**config.mk**
```make
export PLATFORM = sky130hd
export DESIGN_NAME = exec_stage
export DESIGN_NICKNAME = d
export VERILOG_FILES = /design/src/verilog/exec_width_pkg.sv /design/src/verilog/exec_op_pkg.sv /design/src/verilog/exec_alu.sv /design/src/verilog/exec_cfu.sv /design/src/verilog/exec_stage.sv /design/src/verilog/exec_wb_reg.sv
export SDC_FILE = /design/constraint.sdc
export NUM_CORES = 1
export LEC_CHECK = 0
export BUFFER_PORTS_ARGS = -buffer_cell sky130_fd_sc_hd__buf_4
export CORE_ASPECT_RATIO = 0.5
export CORE_MARGIN = 2
export CORE_UTILIZATION = 40
export CTS_BUF_LIST = sky130_fd_sc_hd__clkbuf_4 sky130_fd_sc_hd__clkbuf_8
export DETAILED_ROUTE_END_ITERATION = 8
export PLACE_DENSITY = 0.74
export SYNTH_ARGS = -nofsm -noshare
export SYNTH_HDL_FRONTEND = slang
export SYNTH_SLANG_ARGS = --single-unit
```
**constraint.sdc**
```tcl
create_clock -name g_clk -period 9.2 [get_ports g_clk]
set_clock_uncertainty 0.05 [all_clocks]
set_input_delay 0.92 -clock g_clk [delete_from_list [all_inputs] [get_ports g_clk]]
set_output_delay 0.92 -clock g_clk [all_outputs]
set_load 0.01 [all_outputs]
```
**src/verilog/exec_width_pkg.sv**
```systemverilog
//--------------------------------------------------
// Datapath widths for the execute stage
// RV32 only. The widths here are fixed and the RTL
// is not written to follow other values
//--------------------------------------------------
`default_nettype none

package exec_width_pkg;

    localparam int XLEN       = 32;                // Datapath width
    localparam int REG_ADDR_W = 5;                 // Register address width
    localparam int SHAMT_W    = 5;                 // Shift amount width

    //--------------------------------------------------
    // Plain vector types
    //--------------------------------------------------
    typedef logic [XLEN-1:0]       xword_t;        // Data, operands, PCs, immediates
    typedef logic [REG_ADDR_W-1:0] reg_addr_t;     // Destination reg or trap cause
    typedef logic [SHAMT_W-1:0]    shamt_t;        // Shift amount

    //--------------------------------------------------
    // Trap causes, carried in the rd field
    //--------------------------------------------------
    localparam reg_addr_t TRAP_FETCH_MISALIGN = 5'd0;   // Fetch address misaligned
    localparam reg_addr_t TRAP_BREAKPOINT     = 5'd3;   // ebreak
    localparam reg_addr_t TRAP_ECALL          = 5'd11;  // ecall from M-mode

endpackage

`default_nettype wire
```
**src/verilog/exec_op_pkg.sv**
```systemverilog
//--------------------------------------------------
// Operation encodings and stage payload structs
// Decode fills exec_ctrl_t and exec_opnd_t. The
// writeback register carries wb_stage_t onward
//--------------------------------------------------
`default_nettype none

package exec_op_pkg;

    import exec_width_pkg::*;

    //--------------------------------------------------
    // ALU operations
    //--------------------------------------------------
    typedef enum logic [3:0] {
        ALU_ADD  = 4'd0,
        ALU_SUB  = 4'd1,
        ALU_AND  = 4'd2,
        ALU_OR   = 4'd3,
        ALU_XOR  = 4'd4,
        ALU_SLT  = 4'd5,                           // Signed set less than
        ALU_SLTU = 4'd6,                           // Unsigned set less than
        ALU_SLL  = 4'd7,
        ALU_SRL  = 4'd8,
        ALU_SRA  = 4'd9
    } alu_op_t;

    //--------------------------------------------------
    // Control-flow operations
    //--------------------------------------------------
    typedef enum logic [3:0] {
        CFU_NONE   = 4'd0,                         // ALU only instruction
        CFU_BEQ    = 4'd1,
        CFU_BNE    = 4'd2,
        CFU_BLT    = 4'd3,
        CFU_BGE    = 4'd4,
        CFU_BLTU   = 4'd5,
        CFU_BGEU   = 4'd6,
        CFU_JAL    = 4'd7,
        CFU_JALR   = 4'd8,
        CFU_ECALL  = 4'd9,
        CFU_EBREAK = 4'd10
    } cfu_op_t;

    typedef enum logic {
        WB_ALU = 1'b0,                             // Write ALU result
        WB_NPC = 1'b1                              // Write link address
    } wb_sel_t;

    //--------------------------------------------------
    // Payload structs
    //--------------------------------------------------
    typedef struct packed {
        alu_op_t   alu_op;
        cfu_op_t   cfu_op;
        wb_sel_t   wb_sel;
        reg_addr_t rd;
    } exec_ctrl_t;                                 // 14 bits

    typedef struct packed {
        xword_t lhs;                               // rs1 or operand A
        xword_t rhs;                               // rs2 or operand B
        xword_t imm;
        xword_t pc;                                // Current PC
        xword_t npc;                               // Next sequential PC
    } exec_opnd_t;                                 // 160 bits

    typedef struct packed {
        xword_t    pc;
        xword_t    wdata;
        reg_addr_t rd;                             // Trap cause when trap is set
        logic      trap;
    } wb_stage_t;                                  // 70 bits

endpackage

`default_nettype wire

```
**src/verilog/exec_alu.sv**
```systemverilog
//--------------------------------------------------
// Integer ALU, purely combinational
// Shift amount is rhs[4:0]. Compare flags are valid
// for every op so branches need no ALU op setting
//--------------------------------------------------
`timescale 1ns/100ps
`default_nettype none

module exec_alu (
    input  wire  exec_width_pkg::xword_t lhs,      // Operand A
    input  wire  exec_width_pkg::xword_t rhs,      // Operand B
    input  wire  exec_op_pkg::alu_op_t   op,       // Operation select
    output       exec_width_pkg::xword_t result,   // Operation result
    output logic                         cmp_eq,   // lhs == rhs
    output logic                         cmp_lt,   // lhs <  rhs signed
    output logic                         cmp_ltu   // lhs <  rhs unsigned
);

    import exec_width_pkg::*;
    import exec_op_pkg::*;

    logic              do_sub;                     // Adder in subtract mode
    xword_t            addsub_out;
    shamt_t            shamt;
    logic              shift_left;
    logic              shift_fill;                 // Sign bit for sra
    xword_t            shift_in;
    logic [2*XLEN-1:0] shift_ext;
    xword_t            shift_raw;
    xword_t            shift_out;

    //--------------------------------------------------
    // Adder and compare
    //--------------------------------------------------
    assign do_sub     = (op == ALU_SUB);
    assign addsub_out = lhs + (do_sub ? ~rhs : rhs) + {{(XLEN-1){1'b0}}, do_sub};

    assign cmp_eq  = (lhs == rhs);
    assign cmp_ltu = (lhs < rhs);
    assign cmp_lt  = (lhs[XLEN-1] != rhs[XLEN-1]) ? lhs[XLEN-1] : cmp_ltu; // Signs differ

    //--------------------------------------------------
    // Barrel shifter, right only
    //--------------------------------------------------
    assign shamt      = rhs[SHAMT_W-1:0];
    assign shift_left = (op == ALU_SLL);
    assign shift_fill = (op == ALU_SRA) && lhs[XLEN-1];

    // Left shift done by reversing around the right shifter
    always_comb begin : shift_in_rev
        for (int i = 0; i < XLEN; i++) begin
            shift_in[i] = shift_left ? lhs[XLEN-1-i] : lhs[i];
        end
    end

    assign shift_ext = {{XLEN{shift_fill}}, shift_in} >> shamt;  // Fill from top
    assign shift_raw = shift_ext[XLEN-1:0];

    always_comb begin : shift_out_rev
        for (int i = 0; i < XLEN; i++) begin
            shift_out[i] = shift_left ? shift_raw[XLEN-1-i] : shift_raw[i];
        end
    end

    //--------------------------------------------------
    // Result select
    //--------------------------------------------------
    always_comb begin
        case (op)
            ALU_ADD,
            ALU_SUB:  result = addsub_out;
            ALU_AND:  result = lhs & rhs;
            ALU_OR:   result = lhs | rhs;
            ALU_XOR:  result = lhs ^ rhs;
            ALU_SLT:  result = {{(XLEN-1){1'b0}}, cmp_lt};
            ALU_SLTU: result = {{(XLEN-1){1'b0}}, cmp_ltu};
            ALU_SLL,
            ALU_SRL,
            ALU_SRA:  result = shift_out;
            default:  result = addsub_out;         // Unused encodings
        endcase
    end

endmodule

`default_nettype wire

```
**src/verilog/exec_cfu.sv**
```systemverilog
//--------------------------------------------------
// Control-flow unit. Resolves branches and jumps,
// raises ecall, ebreak and misaligned fetch traps
// Only bit 1 of the target is checked, since branch
// and jal offsets are even and jalr clears bit 0
//--------------------------------------------------
`timescale 1ns/100ps
`default_nettype none

module exec_cfu (
    input  wire  g_clk,
    input  wire  g_resetn,
    input  wire  valid,                                  // Instruction present in stage
    input  wire  accept,                                 // Instruction leaves the stage
    input  wire  exec_op_pkg::cfu_op_t       op,
    input  wire  exec_op_pkg::exec_opnd_t    opnd,
    input  wire  cmp_eq,                                 // From the ALU
    input  wire  cmp_lt,
    input  wire  cmp_ltu,
    input  wire  cf_ack,                                 // Fetch took the request
    output logic cf_valid,                               // Request a PC change
    output       exec_width_pkg::xword_t     cf_target,  // New PC
    output logic finished,                               // Stage may advance
    output logic trap,                                   // Raise a trap
    output       exec_width_pkg::reg_addr_t  trap_cause
);

    import exec_width_pkg::*;
    import exec_op_pkg::*;

    logic   taken;                                 // Branch condition or jump
    logic   is_jalr;
    xword_t target_base;
    xword_t target_sum;
    xword_t target;
    logic   misalign;
    logic   cf_req;                                // Aligned taken change
    logic   done;                                  // Request already acked

    //--------------------------------------------------
    // Condition and target
    //--------------------------------------------------
    always_comb begin
        case (op)
            CFU_BEQ:  taken = cmp_eq;
            CFU_BNE:  taken = !cmp_eq;
            CFU_BLT:  taken = cmp_lt;
            CFU_BGE:  taken = !cmp_lt;
            CFU_BLTU: taken = cmp_ltu;
            CFU_BGEU: taken = !cmp_ltu;
            CFU_JAL,
            CFU_JALR: taken = 1'b1;
            default:  taken = 1'b0;                // none, ecall, ebreak
        endcase
    end

    assign is_jalr     = (op == CFU_JALR);
    assign target_base = is_jalr ? opnd.lhs : opnd.pc;
    assign target_sum  = target_base + opnd.imm;
    assign target      = {target_sum[XLEN-1:1], target_sum[0] && !is_jalr};

    assign misalign = taken && target[1];
    assign cf_req   = valid && taken && !misalign;

    //--------------------------------------------------
    // Request to fetch
    //--------------------------------------------------
    assign cf_valid  = cf_req && !done;
    assign cf_target = target;
    assign finished  = !cf_req || done || cf_ack;  // Ack ends the wait this cycle

    always_ff @(posedge g_clk) begin
        if (!g_resetn) begin
            done <= 1'b0;
        end else if (accept) begin
            done <= 1'b0;                          // Next instruction starts clean
        end else if (cf_valid && cf_ack) begin
            done <= 1'b1;                          // Hold while writeback stalls
        end
    end

    //--------------------------------------------------
    // Traps
    //--------------------------------------------------
    assign trap = misalign || (op == CFU_ECALL) || (op == CFU_EBREAK);

    always_comb begin
        if (misalign) begin
            trap_cause = TRAP_FETCH_MISALIGN;
        end else if (op == CFU_EBREAK) begin
            trap_cause = TRAP_BREAKPOINT;
        end else if (op == CFU_ECALL) begin
            trap_cause = TRAP_ECALL;
        end else begin
            trap_cause = '0;                       // No trap
        end
    end

endmodule

`default_nettype wire

```
**src/verilog/exec_stage.sv**
```systemverilog
//--------------------------------------------------
// Execute stage top. RV32 integer ALU and control
// flow only, no memory, CSR or multiply support
//--------------------------------------------------
`timescale 1ns/100ps
`default_nettype none

module exec_stage (
    input  wire  g_clk,
    input  wire  g_resetn,
    input  wire  s2_valid,                               // Decode has an instruction
    input  wire  s2_flush,
    input  wire  exec_op_pkg::exec_ctrl_t  s2_ctrl,
    input  wire  exec_op_pkg::exec_opnd_t  s2_opnd,
    input  wire  cf_ack,
    input  wire  s3_ready,
    output logic s2_ready,
    output logic cf_valid,
    output       exec_width_pkg::xword_t   cf_target,
    output logic s3_valid,
    output logic s3_full,
    output       exec_op_pkg::wb_stage_t   s3_out
);

    import exec_width_pkg::*;

    xword_t    alu_result;
    logic      cmp_eq;
    logic      cmp_lt;
    logic      cmp_ltu;
    logic      cfu_finished;
    logic      cfu_trap;
    reg_addr_t cfu_trap_cause;
    logic      accept;                             // s2 handshake done

    exec_alu u_alu (
        .lhs        (s2_opnd.lhs),
        .rhs        (s2_opnd.rhs),
        .op         (s2_ctrl.alu_op),
        .result     (alu_result),
        .cmp_eq     (cmp_eq),
        .cmp_lt     (cmp_lt),
        .cmp_ltu    (cmp_ltu)
    );

    exec_cfu u_cfu (
        .g_clk      (g_clk),
        .g_resetn   (g_resetn),
        .valid      (s2_valid),
        .accept     (accept),
        .op         (s2_ctrl.cfu_op),
        .opnd       (s2_opnd),
        .cmp_eq     (cmp_eq),
        .cmp_lt     (cmp_lt),
        .cmp_ltu    (cmp_ltu),
        .cf_ack     (cf_ack),
        .cf_valid   (cf_valid),
        .cf_target  (cf_target),
        .finished   (cfu_finished),
        .trap       (cfu_trap),
        .trap_cause (cfu_trap_cause)
    );

    exec_wb_reg u_wb_reg (
        .g_clk        (g_clk),
        .g_resetn     (g_resetn),
        .s2_flush     (s2_flush),
        .s2_valid     (s2_valid),
        .s3_ready     (s3_ready),
        .ctrl         (s2_ctrl),
        .opnd         (s2_opnd),
        .alu_result   (alu_result),
        .cfu_finished (cfu_finished),
        .trap         (cfu_trap),
        .trap_cause   (cfu_trap_cause),
        .s2_ready     (s2_ready),
        .s3_valid     (s3_valid),
        .accept       (accept),
        .s3_full      (s3_full),
        .s3_out       (s3_out)
    );

endmodule

`default_nettype wire

```
**src/verilog/exec_wb_reg.sv**
```systemverilog
//--------------------------------------------------
// Stage handshake and writeback pipeline register
// s3_full stays set until a flush or reset. Each
// acceptance loads a new entry into s3_out
//--------------------------------------------------
`timescale 1ns/100ps
`default_nettype none

module exec_wb_reg (
    input  wire  g_clk,
    input  wire  g_resetn,
    input  wire  s2_flush,                              // Drop writeback contents
    input  wire  s2_valid,
    input  wire  s3_ready,
    input  wire  exec_op_pkg::exec_ctrl_t   ctrl,
    input  wire  exec_op_pkg::exec_opnd_t   opnd,
    input  wire  exec_width_pkg::xword_t    alu_result,
    input  wire  cfu_finished,
    input  wire  trap,
    input  wire  exec_width_pkg::reg_addr_t trap_cause,
    output logic s2_ready,
    output logic s3_valid,
    output logic accept,                                // Stage advances this cycle
    output logic s3_full,
    output       exec_op_pkg::wb_stage_t    s3_out
);

    import exec_width_pkg::*;
    import exec_op_pkg::*;

    xword_t    n_wdata;
    reg_addr_t n_rd;
    xword_t    pc_q;                               // Payload
    xword_t    wdata_q;
    reg_addr_t rd_q;
    logic      trap_q;

    //--------------------------------------------------
    // Handshake
    //--------------------------------------------------
    assign s2_ready = s3_ready && cfu_finished;
    assign s3_valid = s2_valid && cfu_finished;
    assign accept   = s3_valid && s3_ready;

    //--------------------------------------------------
    // Next entry
    //--------------------------------------------------
    assign n_wdata = (ctrl.wb_sel == WB_NPC) ? opnd.npc : alu_result;
    assign n_rd    = trap ? trap_cause : ctrl.rd;  // rd carries the cause

    always_ff @(posedge g_clk) begin
        if (!g_resetn || s2_flush) begin
            s3_full <= 1'b0;
            trap_q  <= 1'b0;
        end else if (accept) begin
            s3_full <= 1'b1;
            trap_q  <= trap;
        end
    end

    always_ff @(posedge g_clk) begin
        if (accept) begin
            pc_q    <= opnd.pc;
            wdata_q <= n_wdata;
            rd_q    <= n_rd;
        end
    end

    assign s3_out = '{pc: pc_q, wdata: wdata_q, rd: rd_q, trap: trap_q};

endmodule

`default_nettype wire

```
Word level (Yosys, flattened, before mapping)
Cells that the tools add are included.
Word-level totals
  output and inout bits: 106
  input bits: 180
  flip-flop bits (word level): 72
  logic and storage cells: 137
Operators by class
  magnitude comparators: 1
  multiplexer cells: 74
  equal/unequal tests: 21
  reduce and logical (&&, ||, !) cells: 26
  shift operators: 1
  $add $sub $neg: 3
  bitwise operators: 5
Operators by type and width (count)
  $pmux W32 S6: 1
  $mux W32: 3
  $mux W1: 65
  $add A32 B32 Y32: 2
  $shr A64 B5 Y32: 1
  $add A32 B1 Y32: 1
  $and A32 B32 Y32: 1
  $eq A32 B32 Y1: 1
  $eq A4 B3 Y1 const B: 8
  $lt A32 B32 Y1: 1
  $not A32 Y32: 1
  $or A32 B32 Y32: 1
  $xor A32 B32 Y32: 1
  $eq A4 B4 Y1 const B: 5
  $eq A4 B2 Y1 const B: 4
  $mux W5: 3
  $logic_and A1 B1 Y1: 10
  $eq A4 B1 Y1 const B: 2
  $logic_not A1 Y1: 8
  $pmux W1 S7: 1
  $logic_or A1 B1 Y1: 5
  $mux W4: 1
  $reduce_or A2 Y1: 2
  $reduce_or A3 Y1: 1
  other kinds (2): 2

Logic depth before layout (Yosys ltp)
  depth after elaboration: 13
  gate-level depth with buffers: 15
  gate-level depth less buffers: 15

By module
From an unflattened synthesis, not the netlist that was laid out.
Unflattened totals
  cells, all modules: 1376
  area, all modules: 12425.7 um2
By module, submodules not included
  exec_alu: cells each 928, seq. area each 0.0 um2, times used 1, area an instance 7254.5 um2
  exec_wb_reg: cells each 122, seq. area each 2112.0 um2, times used 1, area an instance 2782.7 um2
  exec_cfu: cells each 326, seq. area each 20.0 um2, times used 1, area an instance 2388.5 um2

Least setup slack after synthesis
Ideal clock, no wire load.
  path type: input port to flip-flop
  start: in s2_opnd[97] (netlist bit)
  end: reg u_wb_reg.trap_q
  buffers on the path: 3
  library setup time: 341 ps
  setup slack: 1542 ps
  required time: 8809 ps
  stages on the path: 14
  arrival time: 7268 ps
  cells stage by stage: clkbuf_1 > inv_1 > clkbuf_1 > buf_1 > ha_1 > nor2_1 > o311ai_0 > a21oi_1 > o311a_1 > o311ai_0 > a211oi_1 > or2_2 > a21oi_1 > a311oi_1
Between the ends
  cells in the longest elaborated chain, start to end: 12
  elaborated cells on any way between the ends: 18
  classes of those cells: 1 x order compare; 1 x eq/ne; 2 x mux; 14 x reduce/logical
Ends and longest elaborated chain
  from (decl): RTL line exec_stage.sv:14  | input wire exec_op_pkg::exec_opnd_t s2_opnd,
  $lt A32 B32 Y1: RTL line exec_alu.sv:39  | assign cmp_ltu = (lhs < rhs);
  $mux W1: RTL line exec_alu.sv:40  | assign cmp_lt = (lhs[XLEN-1] != rhs[XLEN-1]) ? lhs[XLEN-1] : cmp_ltu;
  $logic_not A1 Y1: RTL line exec_cfu.sv:48  | CFU_BGE: taken = !cmp_lt;
  $pmux W1 S7 (*): RTL line exec_cfu.sv:44  | case (op)
  $logic_and A1 B1 Y1: RTL line exec_cfu.sv:62  | assign misalign = taken && target[1];
  $logic_not A1 Y1: RTL line exec_cfu.sv:63  | assign cf_req = valid && taken && !misalign;
  $logic_and A1 B1 Y1 (*): RTL line exec_cfu.sv:63
  $logic_not A1 Y1 (*): RTL line exec_cfu.sv:70  | assign finished = !cf_req || done || cf_ack;
  $logic_or A1 B1 Y1 (*) (2 in a row): RTL line exec_cfu.sv:70
  $logic_and A1 B1 Y1 (*): RTL line exec_wb_reg.sv:42  | assign s3_valid = s2_valid && cfu_finished;
  $logic_and A1 B1 Y1 (*): RTL line exec_wb_reg.sv:43  | assign accept = s3_valid && s3_ready;
  named net accept: RTL line exec_stage.sv:34  | logic accept;
  to (signal assigned): RTL line exec_wb_reg.sv:57  | trap_q <= trap;
  to (decl): RTL line exec_wb_reg.sv:36  | logic trap_q;
Mark *: on every way through the listed nets, which the timed path passes. The rest lies on a longest branch.
A chain may end at the register's enable or synchronous reset.

Worst setup path in the final report
  start: in s2_ctrl[8] (netlist bit)
  end: out cf_target[30]
Between the ends
  cells in the longest elaborated chain, start to end: 3
Ends and longest elaborated chain
  from (decl): RTL line exec_stage.sv:13  | input wire exec_op_pkg::exec_ctrl_t s2_ctrl,
  $eq A4 B4 Y1: RTL line exec_cfu.sv:57  | assign is_jalr = (op == CFU_JALR);
  $mux W32: RTL line exec_cfu.sv:58  | assign target_base = is_jalr ? opnd.lhs : opnd.pc;
  $add A32 B32 Y32: RTL line exec_cfu.sv:59  | assign target_sum = target_base + opnd.imm;
  to (decl): RTL line exec_stage.sv:19  | output exec_width_pkg::xword_t cf_target,
Every way passes these cells.

==> results.toml <==
[outcome]
status = "complete, no violations"

[synthesis]
synth_top_area_frac = 0.180
synth-async-reset-ratio = 0
synthTopCellsByArea = "edfxtp_1 (18%), ha_1 (17%), mux4_2 (7.4%)"
yosysWarnings = 0
syn_nets = 1657
yosys.area.top_type = "edfxtp_1"
synth_ff_type = "edfxtp_1"
ys_ff_latch = 72
synth_seq_area_share = 0.185
synth_edf_count = 69
syn_inst = 1318
avgSynthCellArea_sq_um = 8.72
netlist_area_sq_mm = 0.0115
synth_cell_types = 71

[setup_path]
path_cells = "buf_4 > inv_1 > nand2_1 > nor3_2 > buf_4 > mux2_2 > ha_1 > fa_1 > a211oi_1 > o21ai_0 > a31oi_1 > o21ai_0 > a211oi_1 > o21ai_0 > a21bo_2 > o41ai_1 > xnor2_1 > buf_4"
crit_arrival_ns = 5.87
r2r_start = "u_cfu.done"
worstRegToRegCells = 3
required_ns = 8.23
critPathMaxFanout = 33
worst_path_max_delay_cell = "a211oi_1"
critPathBufInv = 4
regToRegEndpoint = "u_wb_reg.wdata_q[12]"
cp-end-kind = "primary output"
cpLargestDelayFamily = "compound AO/OA/AOI/OAI gates"
critPathKind = "input pin to primary output"
ff2ff_setup_slack_ns = 7.30
start_kind = "input pin"
max_stage_delay_ns = 0.50

[pwr]
p_switching_w = 0.000624
power.total_w = 0.00154
p_int_w = 0.000913
p_leak_nw = 6.26
switching_share = 0.406
seq_power_share = 0.263
ir_worst_vdd_mv = 0.0736
combinationalPowerShare = 0.547
pwr-share-clk = 0.190
powerDensity_mw_per_mm2 = 108

[placement]
hpwl_mm = 34.0
gp_congestion = 0.990
dp_cells = 1929
portBuffers = 285

[clock_tree]
cts_resized = 0
cts_setup_buffers = 0
cts.htree.levels = 3
clk_pin_slew_ns = 0.07
cts_buffers = 9
hold_buffers = 0
cts_num_sinks = 72
cts-root-buf = "clkbuf_8"
insertion_delay_ns = 0.41
cts_tree = "yes"
clockBufferDepth = 2

[layout]
final_cell_count_no_fill = 1945
drive_gt1_frac = 0.255
syn_to_final_growth_pct = 23.2
final_common_cell = "buf_4"
utilization = 0.506
fin_nets = 1897
final_cell_mix = "buf_4 (297), ha_1 (157), a21oi_1 (111)"

[grt]
grt_usage = 0.276
antenna_found_initial = 1
overflow = 0
grt_pass1_wl_mm = 63.6
grt_max_degree = 46
first_global_vias = 10900

[sta]
hold_viol_final = 0
layout_min_cycle_time_ns = 6.84
finalMaxSlewViolations = 0
max_freq_ghz = 0.146
whs_ns = 0.443
setup_violations = 0
finalCritPeriodShare = 0.743
tightest_slew_ns = 1.12
grt_setup_unrepaired = "no"
tns_ns = 0
slew_headroom = 0.251

[hold_path]
min_to = "u_wb_reg.s3_full"
hp-class = "flip-flop to flip-flop"
hold_path_depth = 2
hold_path_startpoint = "u_wb_reg.s3_full"

[drt]
vias = 11800
wl_met1_mm = 19.2
dr.first_iter.drc_count = 1416
routed_wl_mm = 43.1
drt-vias-per-instance = 6.06
drcViolationCount = 0
drt-pass1-iter-count = 5
ant_nets = 0
wl_met2_mm = 18.7
wl_per_cell_microns = 22.1
routed.top_layer = "met4"
wl_met3_mm = 3.98

[floorplan]
die_height_microns = 124
die-area_sq_mm = 0.0302
start_util = 0.411
ios = 286
die_w_microns = 244
rows = 43
core_sq_mm = 0.0280

[job]
drv_cap = 0
-- worst max-delay path by stage --
stage / from / cells after the start / to
6_report: s2_ctrl[8] / 18 / cf_target[30]
5_1_grt: s2_ctrl[8] / 18 / cf_target[30]
4_1_cts: s2_ctrl[8] / 18 / cf_target[30]
3_5_place_dp: s2_ctrl[8] / 18 / cf_target[30]
3_3_place_gp: s2_ctrl[8] / 18 / cf_target[30]
2_1_floorplan: s2_opnd[97] / 14 / u_wb_reg.trap_q
-- cells in the mapped netlist, types with 8 or more instances --
library cell,count
a31oi_1,14
mux2_2,37
edfxtp_1,69
and2_1,10
nor2b_1,13
clkbuf_1,47
buf_1,11
nand3_1,15
buf_2,9
o221ai_1,18
mux2i_1,51
o21bai_1,8
nor2_1,78
a211oi_1,20
nor3_1,17
nor4_1,14
xnor2_1,63
and3_1,20
ha_1,157
nand2b_1,13
a221oi_1,49
inv_1,103
mux4_2,38
o21ai_0,79
a2bb2oi_1,10
a21oi_1,112
nand2_1,84
o21a_1,14
xor2_1,19
a21o_1,20
-- power by group through the flow --
stage                     logic [W]  registers [W]  clock network, W
after floorplan            0.000475       0.000428                 0
final                      0.000840       0.000404          0.000292
after detailed placement   0.000819       0.000412                 0
after global placement     0.000815       0.000411                 0
after global routing       0.000904       0.000407          0.000312
after CTS                  0.000823       0.000405          0.000299
-- state kept, by name, indices dropped and copies added, names as in the netlist --
| signal | flops |
|---|---|
| u_wb_reg.rd_q | 5 |
| u_wb_reg.pc_q | 32 |
| u_wb_reg.s3_full | 1 |
| u_cfu.done | 1 |
| u_wb_reg.wdata_q | 32 |
| u_wb_reg.trap_q | 1 |
-- routing by layer --
layer | GRT usage | vias to the layer above
met4 | 0.0941 | 0
met1 | 0.391 | 5646
met5 | 0 | -
met3 | 0.0506 | 73
li1 | - | 5469
met2 | 0.425 | 604
-- tightest hold or removal path, delay by kind of cell, from the launching register on --
kind               cells  cell delay [ns]
DFF                    1             0.35
and+or+nand+nor        1             0.07
AOI/OAI and AO/OA      1             0.05
-- area by class of cell --
| cell class | count | area (sq um) |
|---|---|---|
| fillers | 2719 | 13800 |
| multi-input cells | 1070 | 8710 |
| repair buffers | 297 | 2230 |
| flip-flops and latches | 72 | 2130 |
| well taps | 382 | 478 |
| inverters | 108 | 405 |
| clock buffers | 10 | 131 |
| clock inverters | 5 | 72.6 |
| diodes | 1 | 2.50 |
-- kinds of logic after synthesis --
family,Yosys count,share of synthesized area
flops,72,0.186
compound gates,407,0.236
mux,126,0.155
xor+xnor,82,0.0625
fa+ha+maj,159,0.174
simple gates,296,0.127
buf+inv,176,0.0588
-- through the flow --
stage,instance area [sq um],setup slack (ns)
finish,14200,2.36
global route,14200,1.95
floorplan,11500,1.54
CTS,14200,2.31
detailed placement,14000,2.35
global placement,14000,2.42
No activity file was read; power rests on OpenSTA's default activity.
